`src/logic/cpu_defs.svh`:
```
`ifndef CPU_DEFS_SVH
`define CPU_DEFS_SVH

// data word and byte address width
`define WORD_W 32

// register specifier width, rs / rt / rd fields
`define REG_AW 5

// architectural general purpose registers
`define NUM_REGS 32

`endif

```
`src/logic/isaPkg.sv`:
```
package isaPkg;

	// primary opcode, instr[31:26]
	typedef enum logic [5:0] {
		OP_SPECIAL = 6'h00,
		OP_J       = 6'h02,
		OP_BEQ     = 6'h04,
		OP_ADDIU   = 6'h09,
		OP_LW      = 6'h23,
		OP_SW      = 6'h2B
	} opcodeT;

	// funct field of SPECIAL, instr[5:0]
	typedef enum logic [5:0] {
		FN_JR   = 6'h08,
		FN_ADDU = 6'h21,
		FN_SUBU = 6'h23,
		FN_AND  = 6'h24,
		FN_OR   = 6'h25,
		FN_SLT  = 6'h2A
	} functT;

	// internal alu operation, carried down to execute
	typedef enum logic [2:0] {
		ALU_ADD,
		ALU_SUB,
		ALU_AND,
		ALU_OR,
		ALU_SLT
	} aluOpT;

endpackage

```
`src/logic/pipePkg.sv`:
```
package pipePkg;

	// operand source for the decode and execute forwarding muxes
	typedef enum logic [1:0] {
		FWD_REGFILE = 2'd0,
		FWD_MEM     = 2'd1,
		FWD_WB      = 2'd2
	} fwdSelT;

	// what lands in the register file at writeback
	typedef enum logic {
		WB_ALU = 1'b0,
		WB_MEM = 1'b1
	} wbSrcT;

endpackage

```
`src/logic/regFile.sv`:
```
`timescale 1ns/10ps
`include "cpu_defs.svh"

module regFile (
	input  logic               clk,
	input  logic               arstN,
	input  logic               we,
	input  logic [`REG_AW-1:0] ra1,
	input  logic [`REG_AW-1:0] ra2,
	input  logic [`REG_AW-1:0] wa,
	input  logic [`WORD_W-1:0] wd,
	output logic [`WORD_W-1:0] rd1,
	output logic [`WORD_W-1:0] rd2
);
	logic [`WORD_W-1:0] regs [`NUM_REGS];

	always_ff @(posedge clk or negedge arstN) begin
		if (!arstN) begin
			for (int i = 0; i < `NUM_REGS; i++) begin
				regs[i] <= '0;
			end
		end else if (we && wa != '0) begin
			regs[wa] <= wd;
		end
	end

	// r0 hardwired, then same-cycle write passes straight through
	assign rd1 = (ra1 == '0) ? '0 : (we && wa == ra1) ? wd : regs[ra1];
	assign rd2 = (ra2 == '0) ? '0 : (we && wa == ra2) ? wd : regs[ra2];

endmodule

```
`src/logic/alu.sv`:
```
`timescale 1ns/10ps
`include "cpu_defs.svh"

module alu (
	input  logic [`WORD_W-1:0] a,
	input  logic [`WORD_W-1:0] b,
	input  isaPkg::aluOpT      aluOp,
	output logic [`WORD_W-1:0] y
);
	import isaPkg::*;

	logic lessThan;

	// two's complement compare for slt
	assign lessThan = $signed(a) < $signed(b);

	always_comb begin
		case (aluOp)
			ALU_ADD: y = a + b;
			ALU_SUB: y = a - b;
			ALU_AND: y = a & b;
			ALU_OR:  y = a | b;
			// result is 0 or 1
			ALU_SLT: y = {{(`WORD_W-1){1'b0}}, lessThan};
			default: y = a + b;
		endcase
	end

endmodule

```
`src/logic/controlUnit.sv`:
```
`timescale 1ns/10ps
`include "cpu_defs.svh"

module controlUnit (
	input  logic [`WORD_W-1:0] instrD,
	output logic               regWriteD,
	output logic               memWriteD,
	output pipePkg::wbSrcT     wbSrcD,
	output logic               aluSrcD,
	output logic               regDstD,
	output logic               branchD,
	output logic               jumpD,
	output logic               jumpRegD,
	output isaPkg::aluOpT      aluOpD
);
	import isaPkg::*;
	import pipePkg::*;

	opcodeT opD;
	functT  functD;

	assign opD    = opcodeT'(instrD[31:26]);
	assign functD = functT'(instrD[5:0]);

	always_comb begin
		// defaults describe a no-op, nothing written anywhere
		regWriteD = 1'b0;
		memWriteD = 1'b0;
		wbSrcD    = WB_ALU;
		aluSrcD   = 1'b0;
		regDstD   = 1'b0;
		branchD   = 1'b0;
		jumpD     = 1'b0;
		jumpRegD  = 1'b0;
		aluOpD    = ALU_ADD;
		case (opD)
			OP_SPECIAL: begin
				// r-type, destination in rd
				regDstD = 1'b1;
				case (functD)
					FN_ADDU: regWriteD = 1'b1;
					FN_SUBU: begin
						regWriteD = 1'b1;
						aluOpD    = ALU_SUB;
					end
					FN_AND: begin
						regWriteD = 1'b1;
						aluOpD    = ALU_AND;
					end
					FN_OR: begin
						regWriteD = 1'b1;
						aluOpD    = ALU_OR;
					end
					FN_SLT: begin
						regWriteD = 1'b1;
						aluOpD    = ALU_SLT;
					end
					FN_JR:   jumpRegD = 1'b1;
					default: regDstD = 1'b0;
				endcase
			end
			OP_ADDIU: begin
				regWriteD = 1'b1;
				aluSrcD   = 1'b1;
			end
			OP_LW: begin
				// address = rs + simm, result from memory into rt
				regWriteD = 1'b1;
				aluSrcD   = 1'b1;
				wbSrcD    = WB_MEM;
			end
			OP_SW: begin
				memWriteD = 1'b1;
				aluSrcD   = 1'b1;
			end
			OP_BEQ:  branchD = 1'b1;
			OP_J:    jumpD = 1'b1;
			default: regWriteD = 1'b0;
		endcase
	end

endmodule

```
`src/logic/hazardUnit.sv`:
```
`timescale 1ns/10ps
`include "cpu_defs.svh"

module hazardUnit (
	input  logic [`REG_AW-1:0] rsD, rtD, rsE, rtE,
	input  logic [`REG_AW-1:0] writeRegE, writeRegM, writeRegW,
	input  logic               regWriteE, regWriteM, regWriteW,
	input  pipePkg::wbSrcT     wbSrcE, wbSrcM,
	input  logic               branchD,
	input  logic               jumpRegD,
	input  logic               iStall,
	input  logic               dStall,
	output logic               stallF, stallD, flushE, stallE, stallM, stallW,
	output pipePkg::fwdSelT    fwdAD, fwdBD, fwdAE, fwdBE,
	output logic               longestStall
);
	import pipePkg::*;

	logic lwStall;
	logic rsBusyD;
	logic rtBusyD;
	logic branchStall;
	logic internalStall;

	// memory stage wins over writeback, it holds the younger value
	// r0 writes never show up here, the datapath drops them in execute
	function automatic fwdSelT pickFwd(input logic [`REG_AW-1:0] src);
		if (regWriteM && writeRegM == src) begin
			return FWD_MEM;
		end
		if (regWriteW && writeRegW == src) begin
			return FWD_WB;
		end
		return FWD_REGFILE;
	endfunction

	////////////////////////////////////////
	// forwarding
	always_comb begin
		fwdAD = pickFwd(rsD);
		fwdBD = pickFwd(rtD);
		fwdAE = pickFwd(rsE);
		fwdBE = pickFwd(rtE);
	end

	////////////////////////////////////////
	// interlocks
	// load in execute feeding the instruction in decode
	assign lwStall = regWriteE && wbSrcE == WB_MEM && (writeRegE == rsD || writeRegE == rtD);

	// compare in decode needs the value now
	// alu result still in execute, or load data still in memory stage
	assign rsBusyD = (regWriteE && writeRegE == rsD)
		|| (regWriteM && wbSrcM == WB_MEM && writeRegM == rsD);
	assign rtBusyD = (regWriteE && writeRegE == rtD)
		|| (regWriteM && wbSrcM == WB_MEM && writeRegM == rtD);
	assign branchStall = (branchD && (rsBusyD || rtBusyD)) || (jumpRegD && rsBusyD);

	assign internalStall = lwStall | branchStall;

	////////////////////////////////////////
	// stall distribution
	assign longestStall = iStall | dStall;

	// external stall freezes every bank, no bubble while frozen
	assign stallF = internalStall | longestStall;
	assign stallD = internalStall | longestStall;
	assign flushE = internalStall & ~longestStall;
	assign stallE = longestStall;
	assign stallM = longestStall;
	assign stallW = longestStall;

endmodule

```
`src/logic/datapath.sv`:
```
`timescale 1ns/10ps
`include "cpu_defs.svh"

module datapath (
	input  logic               clk,
	input  logic               arstN,
	// instruction side
	output logic [`WORD_W-1:0] pcF,
	input  logic [`WORD_W-1:0] instrF,
	// data side
	output logic               memWriteM,
	output logic [3:0]         byteEnM,
	output logic [`WORD_W-1:0] aluOutM,
	output logic [`WORD_W-1:0] writeDataM,
	input  logic [`WORD_W-1:0] readDataM,
	input  logic               longestStall,
	// debug writeback
	output logic [`WORD_W-1:0] debugWbPc,
	output logic [3:0]         debugWbRfWen,
	output logic [`REG_AW-1:0] debugWbRfWnum,
	output logic [`WORD_W-1:0] debugWbRfWdata,
	// decode to and from control
	output logic [`WORD_W-1:0] instrD,
	input  logic               regWriteD, memWriteD, aluSrcD, regDstD,
	input  logic               branchD, jumpD, jumpRegD,
	input  pipePkg::wbSrcT     wbSrcD,
	input  isaPkg::aluOpT      aluOpD,
	// hazard controls
	input  logic               stallF, stallD, flushE, stallE, stallM, stallW,
	input  pipePkg::fwdSelT    fwdAD, fwdBD, fwdAE, fwdBE,
	// seen by the hazard unit
	output logic [`REG_AW-1:0] rsD, rtD, rsE, rtE,
	output logic [`REG_AW-1:0] writeRegE, writeRegM, writeRegW,
	output logic               regWriteE, regWriteM, regWriteW,
	output pipePkg::wbSrcT     wbSrcE, wbSrcM
);
	import isaPkg::*;
	import pipePkg::*;

	localparam logic [`WORD_W-1:0] RESET_PC = 32'hBFC0_0000;

	// fetch
	logic [`WORD_W-1:0] pcPlus4F, pcNextF;
	// decode
	logic [`WORD_W-1:0] pcD, pcPlus4D, rd1D, rd2D, srcAD, srcBD, immD;
	logic [`WORD_W-1:0] branchTargetD, jumpTargetD;
	logic [`REG_AW-1:0] rdD;
	logic               equalD;
	// execute
	logic               regWriteRawE, memWriteE, aluSrcE, regDstE;
	aluOpT              aluOpE;
	logic [`WORD_W-1:0] pcE, rd1E, rd2E, immE, srcAE, srcBE, aluBE, aluOutE;
	logic [`REG_AW-1:0] rdE;
	// memory
	logic               memWriteRawM;
	logic [`WORD_W-1:0] pcM;
	// writeback
	wbSrcT              wbSrcW;
	logic [`WORD_W-1:0] pcW, aluOutW, readDataW, resultW;

	function automatic logic [`WORD_W-1:0] fwdMux(
		input fwdSelT             sel,
		input logic [`WORD_W-1:0] rfVal,
		input logic [`WORD_W-1:0] memVal,
		input logic [`WORD_W-1:0] wbVal
	);
		case (sel)
			FWD_MEM: return memVal;
			FWD_WB:  return wbVal;
			default: return rfVal;
		endcase
	endfunction

	////////////////////////////////////////
	// fetch
	assign pcPlus4F = pcF + 32'd4;

	// redirect happens in decode, the slot already in fetch still runs
	assign pcNextF = jumpRegD ? srcAD
		: jumpD ? jumpTargetD
		: (branchD && equalD) ? branchTargetD
		: pcPlus4F;

	always_ff @(posedge clk or negedge arstN) begin
		if (!arstN) begin
			pcF <= RESET_PC;
		end else if (!stallF) begin
			pcF <= pcNextF;
		end
	end

	// F/D bank, all-zero word decodes as a no-op
	always_ff @(posedge clk or negedge arstN) begin
		if (!arstN) begin
			instrD <= '0;
		end else if (!stallD) begin
			instrD <= instrF;
		end
	end

	always_ff @(posedge clk) begin
		if (!stallD) begin
			pcD <= pcF;
		end
	end

	////////////////////////////////////////
	// decode
	assign rsD  = instrD[25:21];
	assign rtD  = instrD[20:16];
	assign rdD  = instrD[15:11];
	assign immD = {{16{instrD[15]}}, instrD[15:0]};

	// targets relative to the delay slot
	assign pcPlus4D      = pcD + 32'd4;
	assign branchTargetD = pcPlus4D + {immD[`WORD_W-3:0], 2'b00};
	assign jumpTargetD   = {pcPlus4D[31:28], instrD[25:0], 2'b00};

	regFile uRegFile (
		.clk   (clk),
		.arstN (arstN),
		.we    (regWriteW),
		.ra1   (rsD),
		.ra2   (rtD),
		.wa    (writeRegW),
		.wd    (resultW),
		.rd1   (rd1D),
		.rd2   (rd2D)
	);

	// beq compare and jr target see forwarded operands
	assign srcAD  = fwdMux(fwdAD, rd1D, aluOutM, resultW);
	assign srcBD  = fwdMux(fwdBD, rd2D, aluOutM, resultW);
	assign equalD = srcAD == srcBD;

	// D/E bank, flush turns it into a bubble
	always_ff @(posedge clk or negedge arstN) begin
		if (!arstN) begin
			regWriteRawE <= 1'b0;
			memWriteE    <= 1'b0;
			wbSrcE       <= WB_ALU;
		end else if (!stallE) begin
			regWriteRawE <= regWriteD & ~flushE;
			memWriteE    <= memWriteD & ~flushE;
			wbSrcE       <= flushE ? WB_ALU : wbSrcD;
		end
	end

	always_ff @(posedge clk) begin
		if (!stallE) begin
			aluSrcE <= aluSrcD;
			regDstE <= regDstD;
			aluOpE  <= aluOpD;
			pcE     <= pcD;
			rd1E    <= rd1D;
			rd2E    <= rd2D;
			immE    <= immD;
			rsE     <= rsD;
			rtE     <= rtD;
			rdE     <= rdD;
		end
	end

	////////////////////////////////////////
	// execute
	assign writeRegE = regDstE ? rdE : rtE;
	// r0 target drops the write here, so later stages never see it
	assign regWriteE = regWriteRawE && writeRegE != '0;

	assign srcAE = fwdMux(fwdAE, rd1E, aluOutM, resultW);
	assign srcBE = fwdMux(fwdBE, rd2E, aluOutM, resultW);
	assign aluBE = aluSrcE ? immE : srcBE;

	alu uAlu (
		.a     (srcAE),
		.b     (aluBE),
		.aluOp (aluOpE),
		.y     (aluOutE)
	);

	// E/M bank
	always_ff @(posedge clk or negedge arstN) begin
		if (!arstN) begin
			regWriteM    <= 1'b0;
			memWriteRawM <= 1'b0;
			wbSrcM       <= WB_ALU;
		end else if (!stallM) begin
			regWriteM    <= regWriteE;
			memWriteRawM <= memWriteE;
			wbSrcM       <= wbSrcE;
		end
	end

	always_ff @(posedge clk) begin
		if (!stallM) begin
			aluOutM    <= aluOutE;
			writeDataM <= srcBE;
			writeRegM  <= writeRegE;
			pcM        <= pcE;
		end
	end

	////////////////////////////////////////
	// memory
	// strobe held back while frozen, so a store commits once
	assign memWriteM = memWriteRawM & ~longestStall;
	// word stores only
	assign byteEnM = 4'b1111;

	// M/W bank
	always_ff @(posedge clk or negedge arstN) begin
		if (!arstN) begin
			regWriteW <= 1'b0;
			wbSrcW    <= WB_ALU;
		end else if (!stallW) begin
			regWriteW <= regWriteM;
			wbSrcW    <= wbSrcM;
		end
	end

	always_ff @(posedge clk) begin
		if (!stallW) begin
			aluOutW   <= aluOutM;
			readDataW <= readDataM;
			writeRegW <= writeRegM;
			pcW       <= pcM;
		end
	end

	////////////////////////////////////////
	// writeback
	assign resultW = (wbSrcW == WB_MEM) ? readDataW : aluOutW;

	// reported on the one unfrozen cycle the write sits in W
	assign debugWbPc      = pcW;
	assign debugWbRfWen   = {4{regWriteW & ~longestStall}};
	assign debugWbRfWnum  = writeRegW;
	assign debugWbRfWdata = resultW;

endmodule

```
`src/logic/mipsCore.sv`:
```
`timescale 1ns/10ps
`include "cpu_defs.svh"

module mipsCore (
	input  logic               clk,
	input  logic               arstN,
	output logic [`WORD_W-1:0] pcF,
	input  logic [`WORD_W-1:0] instrF,
	output logic               memWriteM,
	output logic [3:0]         byteEnM,
	output logic [`WORD_W-1:0] aluOutM,
	output logic [`WORD_W-1:0] writeDataM,
	input  logic [`WORD_W-1:0] readDataM,
	input  logic               iStall,
	input  logic               dStall,
	output logic               longestStall,
	output logic [`WORD_W-1:0] debugWbPc,
	output logic [3:0]         debugWbRfWen,
	output logic [`REG_AW-1:0] debugWbRfWnum,
	output logic [`WORD_W-1:0] debugWbRfWdata
);
	import isaPkg::*;
	import pipePkg::*;

	// decode controls
	logic [`WORD_W-1:0] instrD;
	logic               regWriteD, memWriteD, aluSrcD, regDstD;
	logic               branchD, jumpD, jumpRegD;
	wbSrcT              wbSrcD;
	aluOpT              aluOpD;

	// hazard unit in both directions
	logic               stallF, stallD, flushE, stallE, stallM, stallW;
	fwdSelT             fwdAD, fwdBD, fwdAE, fwdBE;
	logic [`REG_AW-1:0] rsD, rtD, rsE, rtE;
	logic [`REG_AW-1:0] writeRegE, writeRegM, writeRegW;
	logic               regWriteE, regWriteM, regWriteW;
	wbSrcT              wbSrcE, wbSrcM;

	// names line up across all three blocks
	datapath uDatapath (.*);

	controlUnit uControl (.*);

	hazardUnit uHazard (.*);

endmodule

```
`config.mk`:
```
export PLATFORM = sky130hd
export DESIGN_NAME = mipsCore
export DESIGN_NICKNAME = d
export VERILOG_FILES = /design/src/logic/isaPkg.sv /design/src/logic/pipePkg.sv /design/src/logic/regFile.sv /design/src/logic/alu.sv /design/src/logic/controlUnit.sv /design/src/logic/hazardUnit.sv /design/src/logic/datapath.sv /design/src/logic/mipsCore.sv
export VERILOG_INCLUDE_DIRS = /design/src /design/src/logic
export SDC_FILE = /design/constraint.sdc
export NUM_CORES = 2
export LEC_CHECK = 0
export ABC_CLOCK_PERIOD_IN_PS = 78600
export BUFFER_PORTS_ARGS = -buffer_cell sky130_fd_sc_hd__clkbuf_2
export CAP_MARGIN = 15
export CORE_MARGIN = 2
export CORE_UTILIZATION = 54
export CTS_CLUSTER_DIAMETER = 100
export DETAILED_ROUTE_END_ITERATION = 10
export MAX_ROUTING_LAYER = met4
export PLACE_DENSITY = 0.71
export SETUP_SLACK_MARGIN = 0.02
export SYNTH_ARGS = -nofsm -noshare
export SYNTH_HDL_FRONTEND = slang
export SYNTH_SLANG_ARGS = --single-unit
```
`constraint.sdc`:
```
create_clock -name clk -period 78.6 [get_ports clk]
set_input_delay 11.79 -clock clk [delete_from_list [all_inputs] [get_ports clk]]
set_output_delay 11.79 -clock clk [all_outputs]
set_load 0.02 [all_outputs]
```
==> results.cfg <==
[status]
status = finished with violations
violations = max-slew violations

[clock_tree]
htree_levels = 4
cts_num_sinks = 1457
cts.root.buffer_cell = clkbuf_16
insertion_delay_ns = 0.84
cts_buffers = 154
cts_setup_buffers = 0
clkTransAtPathRegs_ns = 0.06
cts_tree = done
clockBufferDepth = 3
cts_resized = 0
hold_buffers = 0

[worst_setup_path]
slowest_delay_ns = 0.53
r2r_slack_ns = 70.40
slowest_stage = buf_12
arrival_ns = 13.36
worstSetupStartpointType = input port
crit_type = input port to output port
reg2regPathDepth = 23
path_max_fanout = 136
timing.rr.start = uDatapath.debugWbRfWnum[1]
end_kind = output port
reg2reg_to = uDatapath.aluOutM[0]
critical_path.most_common_cell = clkbuf_2
required_ns = 66.81
worstPathCellList = clkbuf_2, nor2_4, buf_12, clkinv_1, clkbuf_2

[layout]
fin_util_pct = 60.09
nets = 7742
multiInputGateArea_um2 = 38310
layout-drive-gt1-share_pct = 16.84
area_growth_pct = 10.19
layout.area.seq_um2 = 38310
n_fill_cell = 11750

[synth]
synthTopCellsByArea = dfrtp_1 34%, edfxtp_1 14%, mux4_2 12%, a21oi_1 5.2%, o21ai_0 4.5%
yosys_register_bits = 1457
syn_area_per_cell_um2 = 10.42
ys_seq_area_share_pct = 48.05
synth.most_common_cell = dfrtp_1
synth_top_area_share_pct = 34.14
async_flop_share_pct = 75.22
synth_common_cells = 1087 x dfrtp_1, 851 x nand2_1, 850 x nor2_1, 826 x a21oi_1, 714 x o21ai_0
yosys_warnings = 0
synth-edff-count = 361
ys.flop_type = dfrtp_1
yosysTopAreaCell = dfrtp_1
synth_cells = 7649
synth_area_um2 = 79670
ys_types = 95

[global_routing]
antenna_found_initial = 6
gr-total-overflow = 0
grt_max_degree = 165
grtUsageTotal_pct = 38.50
grt_pass1_wl_um = 415400
grt_pass1_vias = 61620

[floorplan]
io_pins = 243
fp.dieArea_um2 = 150600
coreArea_um2 = 146100
die_width_um = 388.1
floorplan.initialDensity_pct = 54.53
die_y_um = 388.1
rows = 140

[pwr]
ir_worst_vdd_v = 0.00002508
p_per_area_nw_per_um2 = 24.93
finalPower_w = 0.002188
p_leak_nw = 36.49

[sta]
rsz0062_at_grt = no
slew_headroom_pct = -0.9973
setup_ws_ns = 53.45
fin_skew_ns = 0.03688
tightest_slew_ns = 1.515
layout_min_cycle_time_ns = 25.15
setup_viol = 0
timing.final.crit_share_pct = 32.00
finalHoldWorstSlack_ns = 0.3943
hold_violations = 0
slew_viol_final = 4
tns_ns = 0
fmax_mhz = 39.76

[placed_design]
port-buffer-count = 238
place_congestion = 1.006
pre_cts_ws_ns = 53.41
hpwl_um = 179600

[worst_hold_path]
hold_path_class = flip-flop to flip-flop
hold_end = uDatapath.uRegFile.regs[1008]
hold_depth = 0
holdCritStartpoint = uDatapath.uRegFile.regs[1008]

[run]
cap_violations = 0

[detailed_routing]
met3_length_um = 33940
firstDrtPassIters = 8
met2_length_um = 125400
vias_per_cell = 6.749
drt_iter0_drc = 8845
routed.top_layer = met4
via_count = 64780
routed_wirelength_um = 284400
met1_length_um = 104800
routedWlPerCell_um = 29.63
drc = 0
ant_nets = 0
==> cell type report <==
| cell class | instances | area share (%) |
|---|---|---|
| multi-input cells | 5335 | 43.64 |
| inverters | 175 | 0.7483 |
| repair buffers | 421 | 3.070 |
| diodes | 10 | 0.02851 |
| clock buffers | 212 | 5.030 |
| well taps | 1917 | 2.732 |
| clock inverters | 72 | 1.109 |
| flip-flops and latches | 1457 | 43.64 |
==> logic make-up after synthesis <==
group | Yosys count | share of synthesized area [%]
AO/OA/AOI/OAI | 2139 | 15.68
AND/OR/NAND/NOR | 2104 | 11.05
flip-flops | 1457 | 48.05
buffers and inverters | 860 | 4.632
multiplexers | 790 | 16.66
XOR/XNOR | 167 | 1.836
adder cells (fa/ha/maj) | 131 | 2.083
other | 1 | 0.004707
==> report_power, final <==
| group | total (W) | switching, W | internal, W |
|---|---|---|---|
| logic | 0.000474 | 0.000290 | 0.000185 |
| registers | 0.000937 | 0.0000797 | 0.000858 |
| clock network | 0.000776 | 0.000329 | 0.000448 |
==> worst max path at each step <==
stage                 from      endpoint  slack, ns  cells past startpoint
detailed placement  dStall  longestStall      53.41                      5
CTS                 dStall  longestStall      53.41                      5
finish              dStall  longestStall      53.45                      5
global placement    dStall  longestStall      53.45                      5
floorplan           iStall  longestStall      35.76                      2
global route        dStall  longestStall      53.30                      5
==> layout by cell type, fill, tap and decap left out, types with 20 or more instances in the layout <==
| cell type | synthesis | routed |
|---|---|---|
| a21oi_1 | 826 | 826 |
| buf_4 | 46 | 171 |
| a221oi_1 | 41 | 41 |
| a22oi_1 | 61 | 61 |
| xor2_1 | 77 | 76 |
| mux2i_4 | 0 | 25 |
| nor3_1 | 79 | 72 |
| nor2b_1 | 34 | 31 |
| nand3_1 | 86 | 83 |
| o22ai_1 | 60 | 60 |
| o21a_1 | 23 | 23 |
| o21ai_0 | 714 | 713 |
| clkinv_2 | 0 | 26 |
| o221ai_1 | 73 | 73 |
| a221o_1 | 21 | 21 |
| dfrtp_1 | 1087 | 1076 |
| nand2b_1 | 48 | 48 |
| mux2i_1 | 299 | 267 |
| ha_1 | 127 | 127 |
| nand4_1 | 33 | 33 |
| or3_1 | 23 | 22 |
| nand2_1 | 851 | 841 |
| o21bai_1 | 20 | 20 |
| clkbuf_2 | 1 | 238 |
| and3_1 | 28 | 23 |
| a22o_1 | 27 | 27 |
| a21o_1 | 25 | 25 |
| mux4_2 | 422 | 422 |
| clkbuf_1 | 511 | 27 |
| xnor2_1 | 90 | 89 |
| edfxtp_1 | 361 | 361 |
| a31oi_1 | 30 | 30 |
| a211o_1 | 22 | 22 |
| clkbuf_16 | 0 | 157 |
| nor2_1 | 850 | 835 |
| a211oi_1 | 53 | 53 |
| mux2_2 | 69 | 69 |
| clkbuf_8 | 0 | 28 |
| inv_1 | 170 | 168 |
==> state kept, by name (all words and copies together) (netlist names), 11 cells and up <==
name                     cells
uDatapath.aluOutM           32
uDatapath.aluOutW           32
uDatapath.debugWbPc         32
uDatapath.immE              11
uDatapath.instrD            32
uDatapath.pcD               32
uDatapath.pcE               32
uDatapath.pcF               32
uDatapath.pcM               32
uDatapath.rd1E              32
uDatapath.rd2E              32
uDatapath.readDataW         32
uDatapath.uRegFile.regs   1024
uDatapath.writeDataM        32
==> stage by stage <==
step | cell area [µm²] | instances
after floorplan | 79680 | 7652
final | 87780 | 9599
after global routing | 87780 | 9598
after global placement | 82300 | 9300
after CTS | 87690 | 9584
after detailed placement | 82300 | 9300
==> critical path: cells and delay by family <==
kind / cells / cell delay (ns)
buf+inv: 4 / 1.38
simple gates: 1 / 0.12
==> per-layer routing <==
metal | up-vias | GRT usage (%)
met2 | 4228 | 55.45
met3 | 928 | 10.86
met4 | 0 | 22.79
li1 | 27560 | -
met5 | - | -
met1 | 32070 | 48.66
Note: power is estimated with default switching activity, not from simulation.
